`src/verilog/fft_pkg.sv`:
```
// fft sizes, twiddle tables, stage control states and bit reverse helper
`default_nettype none

package fft_pkg;

	localparam int MAX_POW = 5; // up to 32 points, one stage per bit
	localparam int MIN_POW = 2;
	localparam int POW_WIDTH = 3;
	localparam int DATA_WIDTH = 16;
	localparam int RES_WIDTH = DATA_WIDTH + MAX_POW; // one bit of growth per stage
	localparam int N_POINTS = 2 ** MAX_POW;
	localparam int TW_FRAC = 14;
	localparam int TW_WIDTH = 16;
	localparam int TW_NUM = 2 ** (MAX_POW - 1);
	localparam int TW_ROUND = 2 ** (TW_FRAC - 1); // half lsb, added before the shift
	localparam real PI = 3.14159265358979;

	typedef logic signed [TW_WIDTH-1:0] tw_t;
	typedef tw_t tw_table_t [TW_NUM];

	// control of one butterfly stage
	typedef enum logic [2:0] {
		IDLE,
		LOAD,
		CALC,
		FULL,
		RELEASE
	} ctrl_state_t;

	// W^j = cos(2*pi*j/N) - i*sin(2*pi*j/N), scaled by 2**TW_FRAC
	function automatic tw_table_t make_tw(input bit imag);
		tw_table_t tab;
		real ang;
		for (int j = 0; j < TW_NUM; j++)
		begin
			ang = 2.0 * PI * j / N_POINTS;
			if (imag)
				tab[j] = tw_t'(int'(-$sin(ang) * (2.0 ** TW_FRAC)));
			else
				tab[j] = tw_t'(int'($cos(ang) * (2.0 ** TW_FRAC)));
		end
		return tab;
	endfunction

	localparam tw_table_t tw_re = make_tw(1'b0);
	localparam tw_table_t tw_im = make_tw(1'b1);

	// mirror the low pow bits of addr, upper bits end up zero
	function automatic logic [MAX_POW-1:0] bit_rev(
		input logic [MAX_POW-1:0] addr,
		input logic [POW_WIDTH-1:0] pow
	);
		logic [MAX_POW-1:0] r;
		r = '0;
		for (int i = 0; i < MAX_POW; i++)
			if (i < pow)
				r[pow - 1 - i] = addr[i];
		return r;
	endfunction

endpackage

`default_nettype wire

```
`src/verilog/size_ctrl.sv`:
```
// size controller: pow latch, input stream register, framing checks, pow_ready
`timescale 1ns/1ps
`default_nettype none

module size_ctrl
	import fft_pkg::*;
(
	input  logic clk,
	input  logic aclr,
	input  logic [POW_WIDTH-1:0] pow,
	input  logic sink_sop, sink_eop, sink_valid,
	input  logic signed [DATA_WIDTH-1:0] sink_re, sink_im,
	input  logic source_eop, // one pulse per frame leaving the design
	output logic [POW_WIDTH-1:0] pow_reg,
	output logic pow_ready,
	output logic sop_reg, eop_reg, valid_reg,
	output logic signed [DATA_WIDTH-1:0] re_reg, im_reg,
	output logic error
);
	logic [POW_WIDTH:0] frames; // frames entered minus frames emitted
	logic [MAX_POW-1:0] cnt; // index of the next sample in the frame
	logic in_frame;
	logic start;
	logic [POW_WIDTH-1:0] pow_clamp;
	logic [POW_WIDTH-1:0] pow_eff;
	logic [MAX_POW-1:0] samp;
	logic [MAX_POW-1:0] samp_last;
	logic bad_pow, bad_eop, bad_valid;

	assign pow_ready = frames == '0;
	assign start = sink_sop && sink_valid;

	always_comb
	begin
		if (pow < MIN_POW)
			pow_clamp = POW_WIDTH'(MIN_POW);
		else if (pow > MAX_POW)
			pow_clamp = POW_WIDTH'(MAX_POW);
		else
			pow_clamp = pow;

		// a new length only takes effect on an empty pipeline
		pow_eff = (start && pow_ready) ? pow_clamp : pow_reg;
		samp = sink_sop ? '0 : cnt;
		samp_last = MAX_POW'((1 << pow_eff) - 1);

		bad_pow = start && (pow < MIN_POW || pow > MAX_POW || (!pow_ready && pow != pow_reg));
		bad_eop = sink_valid && sink_eop && samp != samp_last;
		bad_valid = in_frame && !sink_valid; // gap inside a frame
	end

	always_ff @(posedge clk, posedge aclr)
		if (aclr)
		begin
			frames <= '0;
			cnt <= '0;
			in_frame <= 1'b0;
			pow_reg <= POW_WIDTH'(MAX_POW);
			error <= 1'b0;
			sop_reg <= 1'b0;
			eop_reg <= 1'b0;
			valid_reg <= 1'b0;
		end
		else
		begin
			frames <= frames + (POW_WIDTH+1)'(start) - (POW_WIDTH+1)'(source_eop);
			if (sink_valid)
				cnt <= samp + 1'b1;
			if (start && !sink_eop)
				in_frame <= 1'b1;
			else if (sink_valid && sink_eop)
				in_frame <= 1'b0;
			if (start && pow_ready)
				pow_reg <= pow_clamp;
			if (bad_pow || bad_eop || bad_valid)
				error <= 1'b1; // sticky
			sop_reg <= sink_sop && sink_valid;
			eop_reg <= sink_eop && sink_valid;
			valid_reg <= sink_valid;
		end

	always_ff @(posedge clk)
	begin
		re_reg <= sink_re;
		im_reg <= sink_im;
	end

endmodule

`default_nettype wire
```
`config.mk`:
```
export PLATFORM = sky130hd
export DESIGN_NAME = size_ctrl
export DESIGN_NICKNAME = d
export VERILOG_FILES = /design/src/verilog/fft_pkg.sv /design/src/verilog/size_ctrl.sv
export SDC_FILE = /design/constraint.sdc
export NUM_CORES = 1
export LEC_CHECK = 0
export CELL_PAD_IN_SITES_DETAIL_PLACEMENT = 1
export CELL_PAD_IN_SITES_GLOBAL_PLACEMENT = 2
export CORE_MARGIN = 4
export CORE_UTILIZATION = 36
export DETAILED_ROUTE_END_ITERATION = 7
export DONT_BUFFER_PORTS = 1
export MAX_ROUTING_LAYER = met4
export PLACE_DENSITY_LB_ADDON = 0.1
export SETUP_SLACK_MARGIN = 0.02
export SLEW_MARGIN = 20
export SYNTH_ARGS = -nofsm -noshare
export SYNTH_HDL_FRONTEND = slang
export SYNTH_SLANG_ARGS = --single-unit
```
`constraint.sdc`:
```
create_clock -name clk -period 2.7 [get_ports clk]
set_input_delay 0.135 -clock clk [delete_from_list [all_inputs] [get_ports clk]]
set_output_delay 0.135 -clock clk [all_outputs]
set_load 0.05 [all_outputs]
```
# == After elaboration in Yosys (flattened, before gate mapping) ==
# Cells that the tools add are included.
# W data, S select, Z words.
# totals
output_inout_bits,40
elab_cells,42
inputBits,41
reg_bits,49
# op_classes
shift,1
addsub,4
n_eq_ne,2
order_cmp,2
n_mux,6
n_reduce_logical,17
# op_table
operator,n
$mux W3,3
$logic_and A1 B1 Y1,8
$add A5 B1 Y5 const B,1
$mux W5,1
$ne A5 B5 Y1,1
$shl A1 B3 Y5 const A,1
$sub A5 B2 Y5 const B,1
$add A4 B1 Y4,1
$logic_not A4 Y1,1
$logic_or A1 B1 Y1,4
$sub A4 B1 Y4,1
$gt A3 B3 Y1 const B,1
$logic_not A1 Y1,3
$lt A3 B2 Y1 const B,1
$ne A3 B3 Y1,1
$mux W1,2
$reduce_bool A2 Y1,1

# == Longest topological paths before layout ==
# Gate-level depths: netlist of the first run.
# depth
depth_word,10
mapped_depth,12
ltp_nobuf,12

# == Worst setup path after synthesis of the first run ==
# No wires, ideal clock.
# synth_timing
path_kind,reg2reg
startpoint,reg frames[2]
endpoint,reg error
path_stages_with_launch,13
arrival_ns,3.615
setup_ns,0.125
synth_period_minus_slack_ns,3.740
required_time_ns,2.575
path_buffers,0
slack_ns,-1.040
path_cell_list,dfrtp_1 -> inv_1 -> ha_1 -> nor3b_1 -> nand3_1 -> nand2_1 -> nand4b_1 -> ha_1 -> or4b_4 -> o311ai_2 -> xnor2_1 -> nor3_1 -> o21ai_1
# synth_via
elab_chain_len,9
word_cells_on_any_way,13
cone_classes,1 x add/sub; 1 x eq/ne; 1 x shift; 1 x mux; 9 x reduce/logical
# synth_rtl
item,line,rtl
start: declaration,size_ctrl.sv:20,logic [POW_WIDTH:0] frames;
start signal: assignment,size_ctrl.sv:66,frames <= frames + (POW_WIDTH+1)'(start) - (POW_WIDTH+1)'(source_eop);
$logic_not A4 Y1 *,size_ctrl.sv:30,assign pow_ready = frames == '0;
net pow_ready,size_ctrl.sv:15,"output logic pow_ready,"
$logic_and A1 B1 Y1,size_ctrl.sv:43,pow_eff = (start && pow_ready) ? pow_clamp : pow_reg;
$mux W3,size_ctrl.sv:43,
$shl A1 B3 Y5,size_ctrl.sv:45,samp_last = MAX_POW'((1 << pow_eff) - 1);
$sub A5 B2 Y5,size_ctrl.sv:45,
$ne A5 B5 Y1,size_ctrl.sv:48,bad_eop = sink_valid && sink_eop && samp != samp_last;
$logic_and A1 B1 Y1,size_ctrl.sv:48,
$logic_or A1 B1 Y1 * (2 in series),size_ctrl.sv:75,if (bad_pow || bad_eop || bad_valid)
end signal: assignment,size_ctrl.sv:59,error <= 1'b0;
end signal: assignment,size_ctrl.sv:76,error <= 1'b1;
end: declaration,size_ctrl.sv:18,output logic error
# Mark *: on every way through the listed nets, which the timed path passes. The rest lies on a longest branch.
# A chain may end at the register's enable or synchronous reset.

# == Final worst setup path of the first run ==
# layout_timing
startpoint,reg frames[2]
endpoint,reg error
# layout_via
elab_chain_len,9
word_cells_on_any_way,13
cone_classes,1 x add/sub; 1 x eq/ne; 1 x shift; 1 x mux; 9 x reduce/logical
# layout_rtl
item,line
$logic_not A4 Y1 *,size_ctrl.sv:30
$logic_and A1 B1 Y1,size_ctrl.sv:43
$mux W3,size_ctrl.sv:43
$shl A1 B3 Y5,size_ctrl.sv:45
$sub A5 B2 Y5,size_ctrl.sv:45
$ne A5 B5 Y1,size_ctrl.sv:48
$logic_and A1 B1 Y1,size_ctrl.sv:48
$logic_or A1 B1 Y1 * (2 in series),size_ctrl.sv:75
# Mark *: on every way between the ends. The rest lies on a longest branch, timed or not.

==> summary.txt, run 1 <==
placeable core region - 0.00441 mm2
clk_skew - 12.0 ps
Clk pin slew, worst setup/hold paths - 100 ps
antenna viol nets, final - 0
Final Instance Count excl. Fillers - 230
sw frac - 0.372
vias in the first global route - 1278
Combinational Power Share - 0.277
Skew-Pair Late Insertion Delay - 300 ps
syn_nets - 185
Die Span X - 76.0 um
largest net degree at the start of global routing - 19
Worst Setup End Kind - flip-flop
Setup TNS Final - 0 ps
Tcrit/Tclk final - 0.884
Mapped Cells - 136
Critical Path, Cell by Cell - inv_1 -> ha_1 -> nor3b_4 -> nand3_2 -> nand2_1 -> nand4b_1 -> ha_2 -> or4b_4 -> o311ai_2 -> xnor2_1 -> nor3_1 -> o21ai_1
CTS H-tree lvls - 2
Mapped Area - 0.00167 mm2
startpoint type of the worst setup path - flip-flop
post-cts sizing count - 0
nets@finish - 226
hold depth - 2
crit-path max FO - 8
drt wl/cell - 17.1 um
maximum vdd ir drop - 0.598 mV
synth unique cells - 33
max-slew violation count - 0
FMAX - 419 MHz
number of buffers and inverters on the critical path - 1
routed wl met3 - 308 um
DR WL met2 - 1.99 mm
die height - 76.0 um
Worst-Margin Slew - 681 ps
PortBufs - 0
RSZ-0062 raised after global routing - false
YS warnings - 0
total CTS buffers - 5
drt via density - 5.03
root buf cell - clkbuf_8
CTS max path bufs - 2
CP max-delay cell - or4b_4
CTS tree - yes
dpl cells - 186
share of flip-flops with an asynchronous set or reset - 0.347
initial core utilization - 0.377
Slew HR - 0.545
n_diodes - 0
average size of a mapped cell - 12.2 um2
Std-Cell Rows - 24
vias - 1158
cell depth of the worst flop-to-flop path - 12
DRT iter0 DRCs - 37
drt pass-1 iters - 3
Placer Congestion - 0.758
final WL - 3.94 mm
Worst path depth - 12
detailed placer's ending HPWL - 2.75 mm
flops & latches, synth - 49
Worst Path Arrival - 2580 ps
critical path class - flip-flop to flip-flop
Post CTS Setup Buffer Count - 0
Leak - 0.949 nW
DIE AREA - 0.00578 mm2
outcome - completed
CTS sink count - 49
clock power share - 0.212
EDFF count, synth - 0
CP Data Required Time - 2890 ps
Hold Path Class - input port to flip-flop
Pint - 1.33 mW
share of layout cells above drive strength 1 - 0.112
initial antenna violation count - 0
part of the power in registers - 0.511
final hold viol count - 0
final setup fails - 0
PD cells - 965 mW/mm2
Switch Pwr - 791 uW
maxcap violations - 0
Max stage delay on crit path - 480 ps
gr usage total - 0.147
total congestion overflow - 0
CP delay by family, top - simple AND/OR/NAND/NOR gates
IO Pins - 81
DRC viols - 0
first-pass GRT wire length - 6.40 mm
synth-to-layout area growth - 32.1%
Main synth FF type - dfxtp_1
highest routed metal layer - met4
DRT met1 WL - 1.59 mm
post-synthesis sequential area ratio - 0.642
crit path time final - 2390 ps
-- metal layers --
layer / track usage / vias up
li1: - / 541
met1: 0.162 / 551
met2: 0.241 / 60
met3: 0.0603 / 6
met4: 0.0480 / 0
met5: - / -
-- cell type report --
| cell class | count | area, um2 |
|---|---|---|
| clock buffers | 5 | 68.8 |
| clock inverters | 3 | 28.8 |
| fillers | 448 | 2210 |
| inverters | 12 | 45.0 |
| multi-input cells | 71 | 548 |
| flip-flops and latches | 49 | 1070 |
| well taps | 52 | 65.1 |
| repair buffers | 38 | 375 |
-- worst paths after layout --
check	startpoint	end	slack, ps
max	frames[2]$_DFF_PP0_	error$_DFFE_PP0P_	310
min	pow[1]	pow_reg[0]$_DFF_PP1_	10
max reg2reg	frames[2]$_DFF_PP0_	error$_DFFE_PP0P_	310
min reg2reg	cnt[4]$_DFFE_PP0P_	cnt[4]$_DFFE_PP0P_	520
max in group asynchronous	aclr	cnt[2]$_DFFE_PP0P_	1890
min in group asynchronous	aclr	cnt[4]$_DFFE_PP0P_	370
-- layout by cell type, fill, tap and decap left out, types with 5 or more instances in the layout --
master,synthesis,layout
dlygate4sd3_1,0,36
dfxtp_1,32,32
dfrtp_1,15,15
inv_1,12,12
nand2_1,9,9
o21ai_0,8,8
ha_1,7,6
xnor2_1,5,5
clkbuf_8,0,5
-- cells in the mapped netlist, types with 3 or more instances --
master    number  area [um2]
o31ai_1        3        22.5
a21oi_1        3        15.0
o21ai_0        8        40.0
xor2_1         3        26.3
dfrtp_1       15         375
dfxtp_1       32         641
nand2_1        9        33.8
nand3_1        4        20.0
ha_1           7        87.6
clkbuf_1       3        11.3
xnor2_1        5        43.8
inv_1         12        45.0
nor2b_1        3        18.8
a31oi_1        3        18.8
nand2b_1       3        18.8
-- power by group through the flow --
stage / logic (mW) / registers (mW) / clock network, mW
floorplan: 0.460 / 1.09 / 0
global route: 0.680 / 1.11 / 0.504
finish: 0.588 / 1.08 / 0.451
CTS: 0.603 / 1.09 / 0.466
global placement: 0.550 / 1.10 / 0
detailed placement: 0.556 / 1.10 / 0
-- what timing repair did --
item / CTS / global route
hold endpoints to repair: 53 / 0
hold buffers: 36 / 0
endpoints found under the setup margin: 0 / 0
-- worst reg2reg max path, stage by stage, from the launching register on --
cell      delay [ps]
dfrtp_1          370
inv_1             70
ha_1             140
nor3b_4          210
nand3_2          180
nand2_1          120
nand4b_1         110
ha_2             210
or4b_4           480
o311ai_2          90
xnor2_1           90
nor3_1           130
o21ai_1           70
-- through the flow --
stage / area, um2 / hold slack (ps) / power, mW / setup slack (ps) / util
after floorplan: 1680 / 59.6 / 1.55 / 7.30 / -
after global placement: 1740 / 163 / 1.65 / 341 / 0.395
after detailed placement: 1740 / 163 / 1.66 / 301 / 0.395
after CTS: 2200 / 10.7 / 2.16 / 271 / 0.498
after global routing: 2200 / 22.9 / 2.29 / 86.6 / 0.498
final: 2200 / 11.4 / 2.12 / 314 / 0.498
-- kinds of logic (layout without fill, tap and decap cells) --
logic type      count (synthesis)  in the layout  share of synthesized area
compound gates                 24             24                     0.0962
xor+xnor                        8              8                     0.0421
fa+ha+maj                       8              8                     0.0646
buf+inv                        16             58                     0.0406
flops                          49             49                      0.642
mux                             2              2                     0.0135
simple gates                   29             29                      0.101
No activity file was read; power rests on OpenSTA's default activity.
==> run 2: changes to the inputs <==
--- a/constraint.sdc
+++ b/constraint.sdc
@@ -3,2 +3,2 @@
 set_output_delay 0.135 -clock clk [all_outputs]
-set_load 0.05 [all_outputs]
+set_load 0.02 [all_outputs]
==> run 2 against run 1 <==
  * Cell count is the same
  * Total power shrank 6.2%
  * Die area is the same
  * Utilization shrank 0.20 points
  * Register-to-register slack is essentially flat
  * Design area shrank 0.40%
  * Clock skew shrank 7.7 ps
  * Hold slack gained 7.1 ps
  * Non-clock buffer count is the same
  * Highest routed layer unchanged
==> summary.txt, run 2 (synthesized netlist as in run 1, its figures left out) <==
cell depth of the worst flop-to-flop path - 12 (unchanged)
CTS max path bufs - 2 (unchanged)
RSZ-0062 raised after global routing - false (unchanged)
final setup fails - 0 (unchanged)
commonest cells after routing, fill and taps aside - dlygate4sd3_1 (36), dfxtp_1 (32), dfrtp_1 (15) (unchanged)
Register Area - 0.00107 mm2 (unchanged)
Tcrit/Tclk final - 0.881 (was 0.884)
Fin Hold WS - 18.5 ps (was 11.4 ps)
Hold Path Class - input port to flip-flop (unchanged)
crit path time final - 2380 ps (was 2390 ps)
GR peak layer - met2 (unchanged)
Critical Path, Cell by Cell - inv_1 -> ha_1 -> nor3b_2 -> nand3_1 -> nand2_1 -> nand4b_1 -> ha_1 -> or4b_4 -> o311ai_2 -> xnor2_1 -> nor3_1 -> o21ai_1 (was inv_1 -> ha_1 -> nor3b_4 -> nand3_2 -> nand2_1 -> nand4b_1 -> ha_2 -> or4b_4 -> o311ai_2 -> xnor2_1 -> nor3_1 -> o21ai_1)
CTS tree - yes (unchanged)
crit-path max FO - 3 (was 8)
vias in the first global route - 1314 (was 1278)
Die Span X - 76.0 um (unchanged)
reg2reg setup slack - 320 ps (was 310 ps)
root buf cell - clkbuf_8 (unchanged)
die height - 76.0 um (unchanged)
maximum vdd ir drop - 0.457 mV (was 0.598 mV)
CP max-delay cell - or4b_4 (unchanged)
drt pass-1 iters - 4 (was 3)
initial antenna violation count - 0 (unchanged)
vias - 1151 (was 1158)
Layout fillers - 445 (was 448)
placeable core region - 0.00441 mm2 (unchanged)
Skew-Pair Late Insertion Delay - 300 ps (about the same)
Worst-Margin Slew - 707 ps (was 681 ps)
Leak - 0.946 nW (was 0.949 nW)
final hold viol count - 0 (unchanged)
total CTS buffers - 5 (unchanged)
Critical Path End - error$_DFFE_PP0P_ (unchanged)
first-pass GRT wire length - 6.76 mm (was 6.40 mm)
PD cells - 909 mW/mm2 (was 965 mW/mm2)
startpoint type of the worst setup path - flip-flop (unchanged)
largest net degree at the start of global routing - 19 (unchanged)
Global Route met3 Usage - 0.0591 (was 0.0603)
gr usage total - 0.154 (was 0.147)
total congestion overflow - 0 (unchanged)
Setup TNS Final - 0 ps (unchanged)
share of layout cells above drive strength 1 - 0.101 (was 0.112)
final WL - 4.16 mm (was 3.94 mm)
synth-to-layout area growth - 31.6% (was 32.1%)
PortBufs - 0 (unchanged)
n_diodes - 0 (unchanged)
DRT iter0 DRCs - 37 (unchanged)
CTS sink count - 49 (unchanged)
number of buffers and inverters on the critical path - 1 (unchanged)
met1 usage - 0.170 (was 0.162)
nets@finish - 226 (unchanged)
Placer Congestion - 0.743 (was 0.758)
IO Pins - 81 (unchanged)
Std-Cell Rows - 24 (unchanged)
Slew HR - 0.528 (was 0.545)
drt wl/cell - 18.1 um (was 17.1 um)
GR Util met2 - 0.257 (was 0.241)
drt via density - 5.00 (was 5.03)
DIE AREA - 0.00578 mm2 (unchanged)
CP startpoint - frames[2]$_DFF_PP0_ (unchanged)
multi-input logic area - 534 um2 (was 548 um2)
Clk pin slew, worst setup/hold paths - 100 ps (about the same)
CTS H-tree lvls - 2 (unchanged)
maxcap violations - 0 (unchanged)
FMAX - 420 MHz (was 419 MHz)
FF-to-FF Start - frames[2]$_DFF_PP0_ (unchanged)
HP Start - pow[1] (unchanged)
critical path class - flip-flop to flip-flop (unchanged)
outcome - completed (unchanged)
initial core utilization - 0.377 (unchanged)
Critical R2R Capture - error$_DFFE_PP0P_ (unchanged)
CP Data Required Time - 2890 ps (about the same)
Max stage delay on crit path - 480 ps (about the same)
most frequent CP cell - ha_1
DRC viols - 0 (unchanged)
detailed placer's ending HPWL - 2.73 mm (was 2.75 mm)
Worst Path Arrival - 2570 ps (was 2580 ps)
clk_skew - 4.29 ps (was 12.0 ps)
max-slew violation count - 0 (unchanged)
CP delay by family, top - simple AND/OR/NAND/NOR gates (unchanged)
fin area - 0.00219 mm2 (was 0.00220 mm2)
Worst Setup End Kind - flip-flop (unchanged)
most common cell after layout, fill and taps aside - dlygate4sd3_1 (unchanged)
Area after DPL - 0.00173 mm2 (was 0.00174 mm2)
Worst path depth - 12 (unchanged)
antenna viol nets, final - 0 (unchanged)
==> run 2: cell count changes in the layout (fill, tap and decap cells not counted) <==
| cell | delta |
|---|---|
| inv_6 | -1 |
| clkinv_4 | +1 |
| nor3b_2 | +1 |
| ha_1 | +1 |
| nor3b_4 | -1 |
| nand3_1 | +1 |
| clkinv_8 | +1 |
| ha_2 | -1 |
| nand3_2 | -1 |
| inv_8 | -1 |
==> run 2: repair_timing <==
item / 4_1_cts / 5_1_grt
buffers inserted: 0 / 0
resized for setup: 0 / 0
endpoints found under the hold margin: 53 / 0
hold buffers: 36 / 0
==> run 2: how the worst min path moves through the flow <==
stage | to | slack (ps) | cells past startpoint
detailed placement | re_reg[9]$_DFF_P_ | 160 | 0
CTS | pow_reg[0]$_DFF_PP1_ | 6 | 2
global placement | re_reg[7]$_DFF_P_ | 160 | 0
global route | pow_reg[0]$_DFF_PP1_ | 10 | 2
floorplan | cnt[0]$_DFFE_PP0P_ | 60 | 1
finish | pow_reg[0]$_DFF_PP1_ | 20 | 2
==> run 2: power by group <==
group	total, mW	internal [mW]	leakage, nW	switching, mW
registers	1.01	0.836	0.474	0.178
clock network	0.448	0.193	0.0511	0.255
logic	0.531	0.287	0.421	0.244
==> run 2: through the flow <==
stage               power (mW)  utilization  setup WS (ps)  std cells
CTS                       2.01        0.496            309        230
finish                    1.99        0.496            321        230
floorplan                 1.41            -           41.3        136
global placement          1.51        0.391            389        186
global route              2.15        0.496            103        230
detailed placement        1.52        0.391            340        186
==> run 2: final cells by class <==
type / count / share of cell area
sequential: 49 / 0.488
multi-input combinational: 71 / 0.244
clock inverter: 3 / 0.0154
clock buffer: 5 / 0.0314
timing repair buffer: 38 / 0.171
tap: 52 / 0.0297
inverter: 12 / 0.0206
==> run 2: routing by layer <==
layer  wire [um]  vias to the layer above
met1        1710                      540
met3         332                        6
met2        2070                       63
li1            -                      542
met4          51                        0
met5           0                        -
